`src/common/acq_pkg.sv`:
```
package acq_pkg;

    // ********************
    // widths
    // ********************
    localparam int RAW_WIDTH    = 14;  // adc word
    localparam int SAMPLE_WIDTH = 16;  // corrected word
    localparam int ACC_WIDTH    = 18;  // 14 bits plus 4 bits growth

    // ********************
    // calibration
    // ********************
    localparam int CALIB_SAMPLES = 16;
    localparam int CALIB_SHIFT   = 4;  // log2 of CALIB_SAMPLES

    typedef struct packed {
        logic [RAW_WIDTH-1:0] ch1;  // offset binary
        logic [RAW_WIDTH-1:0] ch2;
    } adc_raw_t;

    typedef struct packed {
        logic signed [SAMPLE_WIDTH-1:0] ch1;
        logic signed [SAMPLE_WIDTH-1:0] ch2;
        logic                           clip;  // full scale on either channel
    } sample_t;

    typedef struct packed {
        logic signed [SAMPLE_WIDTH-1:0] ch1;
        logic signed [SAMPLE_WIDTH-1:0] ch2;
    } offset_t;

endpackage

```
`src/common/link_pkg.sv`:
```
package link_pkg;

    // ********************
    // serial line
    // ********************
    localparam int BIT_TICKS   = 8;  // sys_clock cycles per bit
    localparam int FRAME_BYTES = 3;  // tag, hi, lo

    localparam logic [7:0] TAG_CH1 = 8'hA1;
    localparam logic [7:0] TAG_CH2 = 8'hA2;

    // one sample word, seen as a number or as two bytes
    typedef union packed {
        logic signed [15:0] value;
        struct packed {
            logic [7:0] hi;
            logic [7:0] lo;
        } bytes;
    } word_u;

    typedef struct packed {
        logic [7:0] data;
        logic       last;  // final byte of the frame
    } byte_port_t;

endpackage

```
`src/adc/adc_calibrator.sv`:
```
module adc_calibrator import acq_pkg::*; (
    input  logic    sys_clock,
    input  logic    i_rst_n,
    input  logic    i_calib,
    input  sample_t i_sample,
    input  logic    i_sample_stb,
    output offset_t o_offset,
    output logic    o_calibrating
);

    logic [4:0]                     calib_cnt;  // strobes seen this run
    logic signed [ACC_WIDTH-1:0]    acc_ch1;
    logic signed [ACC_WIDTH-1:0]    acc_ch2;
    logic signed [SAMPLE_WIDTH-1:0] raw_ch1;
    logic signed [SAMPLE_WIDTH-1:0] raw_ch2;
    logic signed [ACC_WIDTH-1:0]    sum_ch1;
    logic signed [ACC_WIDTH-1:0]    sum_ch2;
    logic                           last_stb;

    // undo the correction applied by capture
    assign raw_ch1 = i_sample.ch1 + o_offset.ch1;
    assign raw_ch2 = i_sample.ch2 + o_offset.ch2;

    assign sum_ch1  = acc_ch1 + raw_ch1;
    assign sum_ch2  = acc_ch2 + raw_ch2;
    assign last_stb = i_sample_stb && (calib_cnt == 5'(CALIB_SAMPLES - 1));

    always_ff @(posedge sys_clock or negedge i_rst_n) begin
        if (!i_rst_n) begin
            o_calibrating <= 1'b0;
            o_offset      <= '0;
            calib_cnt     <= '0;
            acc_ch1       <= '0;
            acc_ch2       <= '0;
        end else if (!o_calibrating) begin
            if (i_calib) begin  // start a new run
                o_calibrating <= 1'b1;
                calib_cnt     <= '0;
                acc_ch1       <= '0;
                acc_ch2       <= '0;
            end
        end else if (last_stb) begin
            // offsets and the busy level change on the same edge
            o_offset.ch1  <= SAMPLE_WIDTH'(sum_ch1 >>> CALIB_SHIFT);
            o_offset.ch2  <= SAMPLE_WIDTH'(sum_ch2 >>> CALIB_SHIFT);
            o_calibrating <= 1'b0;
            calib_cnt     <= calib_cnt + 1'b1;
        end else if (i_sample_stb) begin
            acc_ch1   <= sum_ch1;
            acc_ch2   <= sum_ch2;
            calib_cnt <= calib_cnt + 1'b1;
        end
    end

    a_cnt_range : assert property (
        @(posedge sys_clock) disable iff (!i_rst_n)
        calib_cnt <= 5'(CALIB_SAMPLES)
    ) else $error("calibration counter past sample count");

endmodule

```
`src/adc/adc_capture.sv`:
```
module adc_capture import acq_pkg::*; (
    input  logic     sys_clock,
    input  logic     i_rst_n,
    input  adc_raw_t i_adc,
    input  logic     i_adc_dco,
    input  offset_t  i_offset,
    output sample_t  o_sample,
    output logic     o_sample_stb
);

    // invert msb, then sign extend to the sample width
    function automatic logic signed [SAMPLE_WIDTH-1:0] to_signed(
        input logic [RAW_WIDTH-1:0] raw
    );
        logic [RAW_WIDTH-1:0] flipped;
        flipped = {~raw[RAW_WIDTH-1], raw[RAW_WIDTH-2:0]};
        return SAMPLE_WIDTH'(signed'(flipped));
    endfunction

    function automatic logic at_rail(input logic [RAW_WIDTH-1:0] raw);
        return (&raw) || (~|raw);  // all ones or all zeros
    endfunction

    always_ff @(posedge sys_clock or negedge i_rst_n) begin
        if (!i_rst_n) begin
            o_sample     <= '0;
            o_sample_stb <= 1'b0;
        end else begin
            o_sample_stb <= i_adc_dco;
            if (i_adc_dco) begin
                o_sample.ch1  <= to_signed(i_adc.ch1) - i_offset.ch1;
                o_sample.ch2  <= to_signed(i_adc.ch2) - i_offset.ch2;
                o_sample.clip <= at_rail(i_adc.ch1) || at_rail(i_adc.ch2);
            end
        end
    end

    // the strobe from the converter is a single-cycle pulse
    a_stb_single : assert property (
        @(posedge sys_clock) disable iff (!i_rst_n)
        o_sample_stb |=> !o_sample_stb
    ) else $error("sample strobe held for two cycles");

endmodule

```
`src/logic/led_unit.sv`:
```
module led_unit (
    input  logic sys_clock,
    input  logic i_rst_n,
    input  logic i_calibrating,
    input  logic i_clip,
    output logic o_led_r,
    output logic o_led_g,
    output logic o_led_b
);

    localparam int                  PWM_BITS   = 4;     // 16-cycle pwm period
    localparam int                  BLINK_BITS = 8;     // 256-cycle blink period
    localparam logic [PWM_BITS-1:0] GREEN_DUTY = 4'd2;  // dim idle glow

    logic [PWM_BITS-1:0]   pwm_cnt;
    logic [BLINK_BITS-1:0] blink_cnt;  // runs only while calibrating
    logic [BLINK_BITS-1:0] red_cnt;    // clip stretch

    always_ff @(posedge sys_clock or negedge i_rst_n) begin
        if (!i_rst_n) begin
            pwm_cnt   <= '0;
            blink_cnt <= '0;
            red_cnt   <= '0;
            o_led_r   <= 1'b0;
            o_led_g   <= 1'b0;
            o_led_b   <= 1'b0;
        end else begin
            pwm_cnt   <= pwm_cnt + 1'b1;
            blink_cnt <= i_calibrating ? blink_cnt + 1'b1 : '0;
            if (i_clip) begin
                red_cnt <= '1;
            end else if (red_cnt != '0) begin
                red_cnt <= red_cnt - 1'b1;
            end
            // blue on for the first half of each blink period
            o_led_b <= i_calibrating && !blink_cnt[BLINK_BITS-1];
            o_led_g <= !i_calibrating && (pwm_cnt < GREEN_DUTY);
            o_led_r <= i_clip || (red_cnt != '0);
        end
    end

endmodule

```
`src/logic/scope_top.sv`:
```
module scope_top import acq_pkg::*, link_pkg::*; (
    input  logic     sys_clock,
    input  logic     i_rst_n,
    input  adc_raw_t i_adc,
    input  logic     i_adc_dco,
    input  logic     i_calib,
    output logic     o_tx,
    output logic     o_led_r,
    output logic     o_led_g,
    output logic     o_led_b
);

    sample_t    sample;
    logic       sample_stb;
    offset_t    offset;
    logic       calibrating;
    logic [1:0] req;       // bit 0 ch1, bit 1 ch2
    logic [1:0] taken;
    byte_port_t byte_ch1;
    byte_port_t byte_ch2;
    logic       tx_start;
    logic [7:0] tx_data;
    logic       tx_busy;

    // ********************
    // acquisition
    // ********************
    adc_capture u_adc_capture (
        .sys_clock    (sys_clock),
        .i_rst_n      (i_rst_n),
        .i_adc        (i_adc),
        .i_adc_dco    (i_adc_dco),
        .i_offset     (offset),
        .o_sample     (sample),
        .o_sample_stb (sample_stb)
    );

    adc_calibrator u_adc_calibrator (
        .sys_clock     (sys_clock),
        .i_rst_n       (i_rst_n),
        .i_calib       (i_calib),
        .i_sample      (sample),
        .i_sample_stb  (sample_stb),
        .o_offset      (offset),
        .o_calibrating (calibrating)
    );

    // ********************
    // framing and uart
    // ********************
    sample_framer #(.TAG(TAG_CH1)) u_framer_ch1 (
        .sys_clock  (sys_clock),
        .i_rst_n    (i_rst_n),
        .i_word     (sample.ch1),
        .i_word_stb (sample_stb),
        .i_taken    (taken[0]),
        .o_req      (req[0]),
        .o_byte     (byte_ch1)
    );

    sample_framer #(.TAG(TAG_CH2)) u_framer_ch2 (
        .sys_clock  (sys_clock),
        .i_rst_n    (i_rst_n),
        .i_word     (sample.ch2),
        .i_word_stb (sample_stb),
        .i_taken    (taken[1]),
        .o_req      (req[1]),
        .o_byte     (byte_ch2)
    );

    uart_arbiter u_uart_arbiter (
        .sys_clock  (sys_clock),
        .i_rst_n    (i_rst_n),
        .i_req      (req),
        .i_byte_ch1 (byte_ch1),
        .i_byte_ch2 (byte_ch2),
        .i_busy     (tx_busy),
        .o_taken    (taken),
        .o_start    (tx_start),
        .o_data     (tx_data)
    );

    uart_tx u_uart_tx (
        .sys_clock (sys_clock),
        .i_rst_n   (i_rst_n),
        .i_start   (tx_start),
        .i_data    (tx_data),
        .o_tx      (o_tx),
        .o_busy    (tx_busy)
    );

    // ********************
    // status lights
    // ********************
    led_unit u_led_unit (
        .sys_clock     (sys_clock),
        .i_rst_n       (i_rst_n),
        .i_calibrating (calibrating),
        .i_clip        (sample.clip),
        .o_led_r       (o_led_r),
        .o_led_g       (o_led_g),
        .o_led_b       (o_led_b)
    );

endmodule

```
`src/uart/sample_framer.sv`:
```
module sample_framer import acq_pkg::*, link_pkg::*; #(
    parameter logic [7:0] TAG = TAG_CH1
) (
    input  logic                           sys_clock,
    input  logic                           i_rst_n,
    input  logic signed [SAMPLE_WIDTH-1:0] i_word,
    input  logic                           i_word_stb,
    input  logic                           i_taken,
    output logic                           o_req,
    output byte_port_t                     o_byte
);

    word_u      held;      // latched sample
    logic [1:0] byte_idx;  // 0 tag, 1 hi, 2 lo

    always_ff @(posedge sys_clock or negedge i_rst_n) begin
        if (!i_rst_n) begin
            o_req    <= 1'b0;
            byte_idx <= '0;
        end else if (!o_req) begin
            if (i_word_stb) begin
                o_req    <= 1'b1;
                byte_idx <= '0;
            end
        end else if (i_taken) begin
            if (o_byte.last) begin
                o_req <= 1'b0;  // frame done
            end else begin
                byte_idx <= byte_idx + 1'b1;
            end
        end
    end

    // samples arriving while a frame is pending are dropped
    always_ff @(posedge sys_clock) begin
        if (!o_req && i_word_stb) begin
            held.value <= i_word;
        end
    end

    always_comb begin
        case (byte_idx)
            2'd0:    o_byte.data = TAG;
            2'd1:    o_byte.data = held.bytes.hi;
            default: o_byte.data = held.bytes.lo;
        endcase
        o_byte.last = (byte_idx == 2'(FRAME_BYTES - 1));
    end

endmodule

```
`src/uart/uart_arbiter.sv`:
```
module uart_arbiter import link_pkg::*; (
    input  logic       sys_clock,
    input  logic       i_rst_n,
    input  logic [1:0] i_req,
    input  byte_port_t i_byte_ch1,
    input  byte_port_t i_byte_ch2,
    input  logic       i_busy,
    output logic [1:0] o_taken,
    output logic       o_start,
    output logic [7:0] o_data
);

    logic [1:0] grant;     // held for a whole frame
    logic       last_ch2;  // ch2 was served most recently
    byte_port_t cur_byte;

    assign cur_byte = grant[1] ? i_byte_ch2 : i_byte_ch1;
    assign o_start  = (|grant) && !i_busy;
    assign o_data   = cur_byte.data;
    assign o_taken  = o_start ? grant : 2'b00;

    always_ff @(posedge sys_clock or negedge i_rst_n) begin
        if (!i_rst_n) begin
            grant    <= '0;
            last_ch2 <= 1'b1;  // ch1 goes first
        end else if (grant == 2'b00) begin
            if (i_req[0] && (!i_req[1] || last_ch2)) begin
                grant    <= 2'b01;
                last_ch2 <= 1'b0;
            end else if (i_req[1]) begin
                grant    <= 2'b10;
                last_ch2 <= 1'b1;
            end
        end else if (o_start && cur_byte.last) begin
            grant <= '0;  // release after the final byte
        end
    end

    // the granted framer keeps requesting until its final byte is taken
    a_grant_onehot : assert property (
        @(posedge sys_clock) disable iff (!i_rst_n)
        $onehot0(grant) && ((grant & i_req) == grant)
    ) else $error("arbiter grant is two-hot or held without a request");

    // a byte goes out only to an idle transmitter, which then turns busy
    a_start_idle : assert property (
        @(posedge sys_clock) disable iff (!i_rst_n)
        o_start |-> !i_busy ##1 i_busy
    ) else $error("start issued to a busy transmitter");

endmodule

```
`src/uart/uart_tx.sv`:
```
module uart_tx import link_pkg::*; (
    input  logic       sys_clock,
    input  logic       i_rst_n,
    input  logic       i_start,
    input  logic [7:0] i_data,
    output logic       o_tx,
    output logic       o_busy
);

    typedef logic [$clog2(BIT_TICKS)-1:0] tick_t;

    tick_t      tick_cnt;  // counts down within a bit
    logic [3:0] bit_cnt;   // 0 start, 1..8 data, 9 stop
    logic [8:0] shift_q;   // remaining data bits, then stop

    always_ff @(posedge sys_clock or negedge i_rst_n) begin
        if (!i_rst_n) begin
            o_tx     <= 1'b1;  // line idles high
            o_busy   <= 1'b0;
            tick_cnt <= '0;
            bit_cnt  <= '0;
        end else if (!o_busy) begin
            if (i_start) begin
                o_tx     <= 1'b0;  // start bit
                o_busy   <= 1'b1;
                tick_cnt <= tick_t'(BIT_TICKS - 1);
                bit_cnt  <= '0;
            end
        end else if (tick_cnt != '0) begin
            tick_cnt <= tick_cnt - 1'b1;
        end else begin
            tick_cnt <= tick_t'(BIT_TICKS - 1);
            if (bit_cnt == 4'd9) begin
                o_busy <= 1'b0;  // end of stop bit
            end else begin
                o_tx    <= shift_q[0];
                bit_cnt <= bit_cnt + 1'b1;
            end
        end
    end

    // lsb first, stop bit shifts in behind the data
    always_ff @(posedge sys_clock) begin
        if (!o_busy && i_start) begin
            shift_q <= {1'b1, i_data};
        end else if (o_busy && tick_cnt == '0) begin
            shift_q <= {1'b1, shift_q[8:1]};
        end
    end

    a_no_overrun : assert property (
        @(posedge sys_clock) disable iff (!i_rst_n)
        i_start |-> !o_busy
    ) else $error("transmitter started while busy");

endmodule
```
`config.mk`:
```
export PLATFORM = sky130hd
export DESIGN_NAME = scope_top
export DESIGN_NICKNAME = d
export VERILOG_FILES = /design/src/common/acq_pkg.sv /design/src/common/link_pkg.sv /design/src/adc/adc_calibrator.sv /design/src/adc/adc_capture.sv /design/src/logic/led_unit.sv /design/src/logic/scope_top.sv /design/src/uart/sample_framer.sv /design/src/uart/uart_arbiter.sv /design/src/uart/uart_tx.sv
export SDC_FILE = /design/constraint.sdc
export NUM_CORES = 1
export LEC_CHECK = 0
export ABC_AREA = 1
export BUFFER_PORTS_ARGS = -buffer_cell sky130_fd_sc_hd__buf_2
export CAP_MARGIN = 20
export CORE_AREA = 10 10 160 162
export DETAILED_ROUTE_END_ITERATION = 7
export DIE_AREA = 0 0 170 172
export PLACE_DENSITY = 0.75
export SETUP_SLACK_MARGIN = 0.2
export SLEW_MARGIN = 20
export SYNTH_ARGS = -nofsm -noshare
export SYNTH_HDL_FRONTEND = slang
export SYNTH_SLANG_ARGS = --single-unit
```
`constraint.sdc`:
```
create_clock -name sys_clock -period 3.14 [get_ports sys_clock]
set_clock_uncertainty 0.2 [all_clocks]
set_input_delay 0.628 -clock sys_clock [delete_from_list [all_inputs] [get_ports sys_clock]]
set_output_delay 0.628 -clock sys_clock [all_outputs]
set_load 0.02 [all_outputs]
```
==> metrics.md, run 1 <==
| Metric | Value |
|---|---|
| I/O Buffers | 35 |
| H-tree levels | 4 |
| Syn Inst Count | 1511 |
| Layout Cells excl Fill | 1961 |
| Drt drc | 0 |
| Die Wd | 170 µm |
| Fin area | ~15000 µm² |
| Final Cycle Share | 1.07 |
| RSZ-0062 raised after global routing | true |
| DRT Wirelength | 36.3 mm |
| Initial drt markers | around 1300 |
| Synth cell types | 55 |
| Clk_lat worst skew | 0.45 ns |
| Main synth FF type | dfrtp_1 |
| Pre-antenna DRT Iters | 7 |
| CTS tree | built |
| GRT overflow | 0 |
| Detailed placer's ending HPWL | approximately 23 mm |
| Post-Syn Area | approximately 12000 µm² |
| I/O pin count | 36 |
| Critical Path End Type | flip-flop |
| Clk pin slew, worst setup/hold paths | about 0.09 ns |
| Reg2Reg Setup Slack | -0.23 ns |
| Clock buffer depth | 2 |
| Root buffer cell | clkbuf_16 |
| Area post-placement | between 10000 and 15000 µm² |
| Final setup viols | 31 |
| Fmax | between 200 and 300 MHz |
| Critical path class | flip-flop to flip-flop |
| Critical path peak fanout | 4 |
| WL/cell | 18.5 µm |
| Initial core utilization | 0.541 |
| CP arrival | approximately 3.5 ns |
| Die Area | roughly 29000 µm² |
| CTS Buf Count | 17 |
| Worst min path class | primary input to async pin |
| Gpl congestion | about 0.95 |
| Post-synthesis async set-or-reset flop share | 0.790 |
| Layout area overhead | 27.0% |
| WP data required | 3.28 ns |
| Max-cap viol count | 0 |
| Hold Vio Cnt, Final | 0 |
| Rows | 55 |
| Yosys warnings | 0 |
| Vert. Die Dim | 172 µm |
| CP Launch Type | flip-flop |
| Worst-margin pin slew | 0.708 ns |
| Via count | between 10000 and 15000 |
| Pre-CTS setup slack | -0.0810 ns |
| Worst slew margin | 0.528 |
| Yosys reg bits | around 180 |
| Minimum clock period | 3.37 ns |
| Mean post-synth cell area | 8.00 µm² |
| Outcome | finished, violations left |
| Post-synth EDFFs | 38 |
| Syn nets | between 1500 and 2000 |
| Failing checks | negative setup slack |
| Vias in the first global route | roughly 11000 |
| Overall Global Routing Usage | 0.220 |
| Core ar. | between 20000 and 25000 µm² |
| Hold buffers post-CTS | 0 |
| Final WS setup | -0.227 ns |
| Layout net count | 1808 |
| Initial antenna violation count | 0 |
| ANT cells | 0 |
| First-pass GRT wire length | 52.1 mm |
| Via/cell ratio | about 5.9 |
| Max-slew violation count | 0 |
| Largest net degree at the start of global routing | 69 |
| Cell Count Post-Placement | around 1900 |
| Post-DRT Antenna Nets | 0 |
| CTS sink cnt | 181 |
| Share of cells above drive strength 1 | 0.271 |
| Sequential-to-total area share from yosys stat | 0.390 |
## sequential cells by signal, indices dropped and copies added (netlist names), 3 cells and up
| register | cells |
|---|---|
| u_adc_capture.o_sample | 31 |
| u_adc_calibrator.o_offset | 28 |
| u_adc_calibrator.acc_ch1 | 18 |
| u_adc_calibrator.acc_ch2 | 18 |
| u_framer_ch1.held | 15 |
| u_framer_ch2.held | 15 |
| u_led_unit.blink_cnt | 8 |
| u_led_unit.red_cnt | 8 |
| u_uart_tx.shift_q | 8 |
| u_adc_calibrator.calib_cnt | 5 |
| u_led_unit.pwm_cnt | 4 |
| u_uart_tx.bit_cnt | 4 |
| u_uart_tx.tick_cnt | 3 |
## cells by family (layout without fill, tap and decap cells)
kind of cell / after synthesis / count (layout) / synth area share
adders and majority gates: 113 / 113 / 0.121
buffers and inverters: 216 / 381 / 0.0684
AOI/OAI and AO/OA: 280 / 280 / 0.139
and+or+nand+nor: 664 / 664 / 0.240
DFF: 181 / 181 / 0.390
xor gates and xnor gates: 57 / 57 / 0.0413
## layout make-up
type | instances | area (µm²)
multi-input combinational | 1114 | 7780
timing repair buffer | 156 | 1170
clock inverter | 15 | 164
clock buffer | 17 | 425
inverter | 193 | 727
sequential | 181 | 4730
tap | 285 | 357
fill | 1544 | 7010
## metal layers
layer | vias up | track usage | part of all wire
met1 | 5577 | 0.283 | 0.40
met4 | 0 | 0.0824 | 0.046
met2 | 549 | 0.370 | 0.48
li1 | 5370 | - | -
met3 | 145 | 0.0283 | 0.067
met5 | - | 0 | 0
## placed cells by master (no fill, tap or decap), types with 20 or more instances in the layout
cell type  netlist  routed
nand3_2          5      36
a21oi_2          8      22
buf_4            2     103
xnor2_1         29      20
nand2_2         14      52
nand2_1        364     321
buf_2            7      34
dfrtp_1        141     136
ha_1           107      69
nand3_1        104      73
o21ai_0         82      64
a21oi_1         91      64
xor2_1          28      20
o21ai_1         14      25
edfxtp_1        38      38
ha_4             0      27
inv_1          187     178
nand4_1         20      20
nor2_1          93      77
## what timing repair did
item | in CTS | in global routing
setup endpoints to repair | 42 | 52
pin swaps | 73 | 103
setup buffers | 29 | 27
gates resized for setup | 99 | 174
## cell usage after synthesis, types with 20 or more instances
| cell type | count | area share |
|---|---|---|
| a21oi_1 | 91 | 0.038 |
| dfrtp_1 | 141 | 0.29 |
| edfxtp_1 | 38 | 0.094 |
| ha_1 | 107 | 0.11 |
| inv_1 | 187 | 0.058 |
| nand2_1 | 364 | 0.11 |
| nand3_1 | 104 | 0.043 |
| nand4_1 | 20 | 0.010 |
| nor2_1 | 93 | 0.029 |
| nor3_1 | 22 | 0.0091 |
| o21ai_0 | 82 | 0.034 |
| xnor2_1 | 29 | 0.021 |
| xor2_1 | 28 | 0.020 |
## worst max-delay path, cell delays in order, from the launching register on
cell      delay, ns
dfrtp_1        0.38
ha_2           0.21
inv_2          0.04
fa_2           0.36
o21ai_4        0.20
a21oi_4        0.09
o21ai_2        0.19
a21boi_2       0.08
xnor2_1        0.17
ha_2           0.36
buf_6          0.16
nand2_8        0.08
o21a_1         0.17
nor2_2         0.05
nor3b_2        0.18
nand3_1        0.15
nand3_1        0.12
nand2_1        0.06
## worst paths after layout
kind	start	endpoint	cells after the start
hold / removal	i_rst_n	u_adc_capture.o_sample[24]	1
setup reg to reg	u_adc_capture.o_sample[17]	u_adc_calibrator.o_offset[28]	17
max in group asynchronous	i_rst_n	u_adc_calibrator.calib_cnt[4]	2
setup / recovery	u_adc_capture.o_sample[17]	u_adc_calibrator.o_offset[28]	17
hold reg to reg	u_led_unit.blink_cnt[7]	u_led_unit.o_led_b	1
min in group sys_clock	i_calib	u_adc_calibrator.o_calibrating	3
## metrics by stage
step,setup TNS (ns),hold WS (ns),utilization
floorplan,0,0.132,-
global placement,-0.155,0.234,0.585
detailed placement,-0.516,0.232,0.585
CTS,0,0.0261,0.643
global route,-7.77,0.0546,0.687
finish,-3.43,0.0138,0.687
Power of run 1 is left out: the tool's default activity adds up to more than one toggle a clock period on the data nets, which glitch-free logic cannot reach.
==> run 2, diff against run 1 <==
- CORE_AREA: 10 10 160 162 -> 10 10 144 179
- DIE_AREA: 0 0 170 172 -> 0 0 154 189
==> run 2 against run 1 <==
The flow still finishes with violations (negative setup slack); die area decreased by 0.46%; register-to-register slack got worse by 0.03 ns; critical path depth did not move; worst hold slack improved by 0.22 ns; non-clock buffer count shrank 3; critical path type unchanged.
==> metrics.md, run 2 (synthesis gave the netlist of run 1 again) <==
| Metric | Value |
|---|---|
| H-tree levels | 4 (unchanged) |
| Rows | 61 (was 55) |
| Register area | 4730 µm² (about the same) |
| Max FFs per register | 31 (unchanged) |
| Post-DRT Antenna Nets | 0 (unchanged) |
| Die Wd | 154 µm (was 170 µm) |
| Max-cap viol count | 0 (unchanged) |
| Commonest non-fill, non-tap cell in the layout | nand2_1 (unchanged) |
| Core ar. | 22200 µm² (was 22400 µm²) |
| Die Area | 29100 µm² (was 29200 µm²) |
| Worst slew margin | 0.656 (was 0.528) |
| Critical path peak fanout | 5 (was 4) |
| Reg2Reg Setup Slack | -0.26 ns (was -0.23 ns) |
| DRT Wirelength | 35.6 mm (was 36.3 mm) |
| Share of cells above drive strength 1 | 0.259 (was 0.271) |
| Clk pin slew, worst setup/hold paths | 0.07 ns (was 0.09 ns) |
| I/O Buffers | 35 (unchanged) |
| Worst-margin pin slew | 0.509 ns (was 0.708 ns) |
| Setup TNS | -4.74 ns (was -3.43 ns) |
| Pre-antenna DRT Iters | 6 (was 7) |
| Clk_lat worst skew | 0.45 ns (about the same) |
| Fin area | 15300 µm² (was 15400 µm²) |
| Final setup viols | 32 (was 31) |
| Fin util | 0.688 (was 0.687) |
| Overall Global Routing Usage | 0.216 (was 0.220) |
| WL/cell | 18.2 µm (was 18.5 µm) |
| Final Cycle Share | 1.08 (was 1.07) |
| First-pass GRT wire length | 52.3 mm (was 52.1 mm) |
| Fillers | 1613 (was 1544) |
| Via/cell ratio | 5.88 (was 5.94) |
| Worst min path class | primary input to flip-flop (was primary input to async pin) |
| Most flops, register | u_adc_capture.o_sample (unchanged) |
| I/O pin count | 36 (unchanged) |
| Multi-input gate area | 7700 µm² (was 7780 µm²) |
| Largest registers | u_adc_capture.o_sample: 31 flops, u_adc_calibrator.o_offset: 28 flops (unchanged) |
| Largest net degree at the start of global routing | 59 (was 69) |
| Final WS setup | -0.261 ns (was -0.227 ns) |
| Vert. Die Dim | 189 µm (was 172 µm) |
| Initial core utilization | 0.545 (was 0.541) |
| CP arrival | 3.54 ns (was 3.51 ns) |
| Drt drc | 0 (unchanged) |
| GRT overflow | 0 (unchanged) |
| Commonest cells after routing, fill and taps aside | nand2_1 (326), inv_1 (174), dfrtp_1 (138), buf_4 (101), nand3_1 (84) (was nand2_1 (321), inv_1 (178), dfrtp_1 (136), buf_4 (103), nor2_1 (77)) |
| Initial antenna violation count | 0 (unchanged) |
| CTS Buf Count | 17 (unchanged) |
| ANT cells | 0 (unchanged) |
| Initial drt markers | 1039 (was 1254) |
| Outcome | finished, violations left (unchanged) |
| Minimum clock period | 3.40 ns (was 3.37 ns) |
| Area post-placement | 13000 µm² (was 13100 µm²) |
| Gpl congestion | 0.963 (was 0.951) |
| Detailed placer's ending HPWL | 23.1 mm (was 22.9 mm) |
| Layout area overhead | 26.3% (was 27.0%) |
| Root buffer cell | clkbuf_16 (unchanged) |
| Pre-CTS setup slack | -0.197 ns (was -0.0810 ns) |
| Failing checks | negative setup slack (unchanged) |
| Critical path class | flip-flop to flip-flop (unchanged) |
| CP Launch Type | flip-flop (unchanged) |
| Fmax | 294 MHz (was 297 MHz) |
| CTS tree | built (unchanged) |
| Via count | 11500 (was 11600) |
| Max-slew violation count | 0 (unchanged) |
| CTS sink cnt | 181 (unchanged) |
| Critical Path End Type | flip-flop (unchanged) |
| RSZ-0062 raised after global routing | true (unchanged) |
| WP data required | 3.27 ns (was 3.28 ns) |
| Hold Vio Cnt, Final | 0 (unchanged) |
| Clock buffer depth | 2 (unchanged) |
| Vias in the first global route | 10900 (was 10700) |
| Layout net count | 1805 (was 1808) |
-- run 2: cell count changes in the layout (fill, tap and decap cells not counted), sizes merged --
cell,previous run,this run
clkbuf,17,19
inv,199,197
buf,156,152
clkinvlp,2,0
dlygate4sd3,0,1
clkinv,7,6
bufinv,0,3
-- run 2: through the flow --
step	hold slack, ns	cells
after floorplan	0.132	1511
after global placement	0.234	1865
after detailed placement	0.241	1865
after CTS	0.231	1930
after global routing	0.250	1956
final	0.233	1956
-- run 2: final timing paths --
path,from,endpoint,depth (start not counted)
max in group asynchronous,i_rst_n,u_uart_tx.o_tx,3
min reg2reg,u_led_unit.blink_cnt[7],u_led_unit.o_led_b,1
min,i_calib,u_adc_calibrator.o_calibrating,3
min in group asynchronous,i_rst_n,u_adc_capture.o_sample[19],2
max reg2reg,u_adc_calibrator.o_offset[16],u_adc_calibrator.o_offset[29],17
max,u_adc_calibrator.o_offset[16],u_adc_calibrator.o_offset[29],17
-- run 2: critical path, stage by stage (launching register included) --
cell	delay, ns
dfrtp_1	0.36
ha_2	0.19
inv_2	0.04
fa_2	0.36
o21ai_4	0.19
a21oi_4	0.10
o21ai_2	0.16
buf_4	0.14
xor2_1	0.20
ha_1	0.31
nand2_2	0.15
nor2_4	0.12
nand4_1	0.08
nand3b_1	0.25
nand3_4	0.15
nand3_2	0.11
nand3_1	0.12
nand2_1	0.06
-- run 2: repair_timing --
| action | in CTS | in global routing |
|---|---|---|
| setup buffers | 32 | 26 |
| hold buffers | 1 | 0 |
| resized for setup | 91 | 157 |
| gates cloned | 0 | 0 |
| hold endpoints to repair | 36 | 0 |
| pin swaps | 47 | 93 |
| setup endpoints to repair | 38 | 48 |
-- run 2: layout make-up --
cell class                 instances  share of cell area
tap                              283              0.0232
multi-input combinational       1114               0.504
timing repair buffer             153              0.0745
clock buffer                      19              0.0311
inverter                         193              0.0476
sequential                       181               0.309
clock inverter                    13              0.0106
-- run 2: routing by layer --
metal,track usage,routed length [µm],vias up
li1,-,-,5383
met1,0.254,13800,5512
met2,0.386,18300,485
met3,0.0288,2020,129
met4,0.0881,1490,0
met5,0,0,-
Power of run 2 is left out for the same reason.
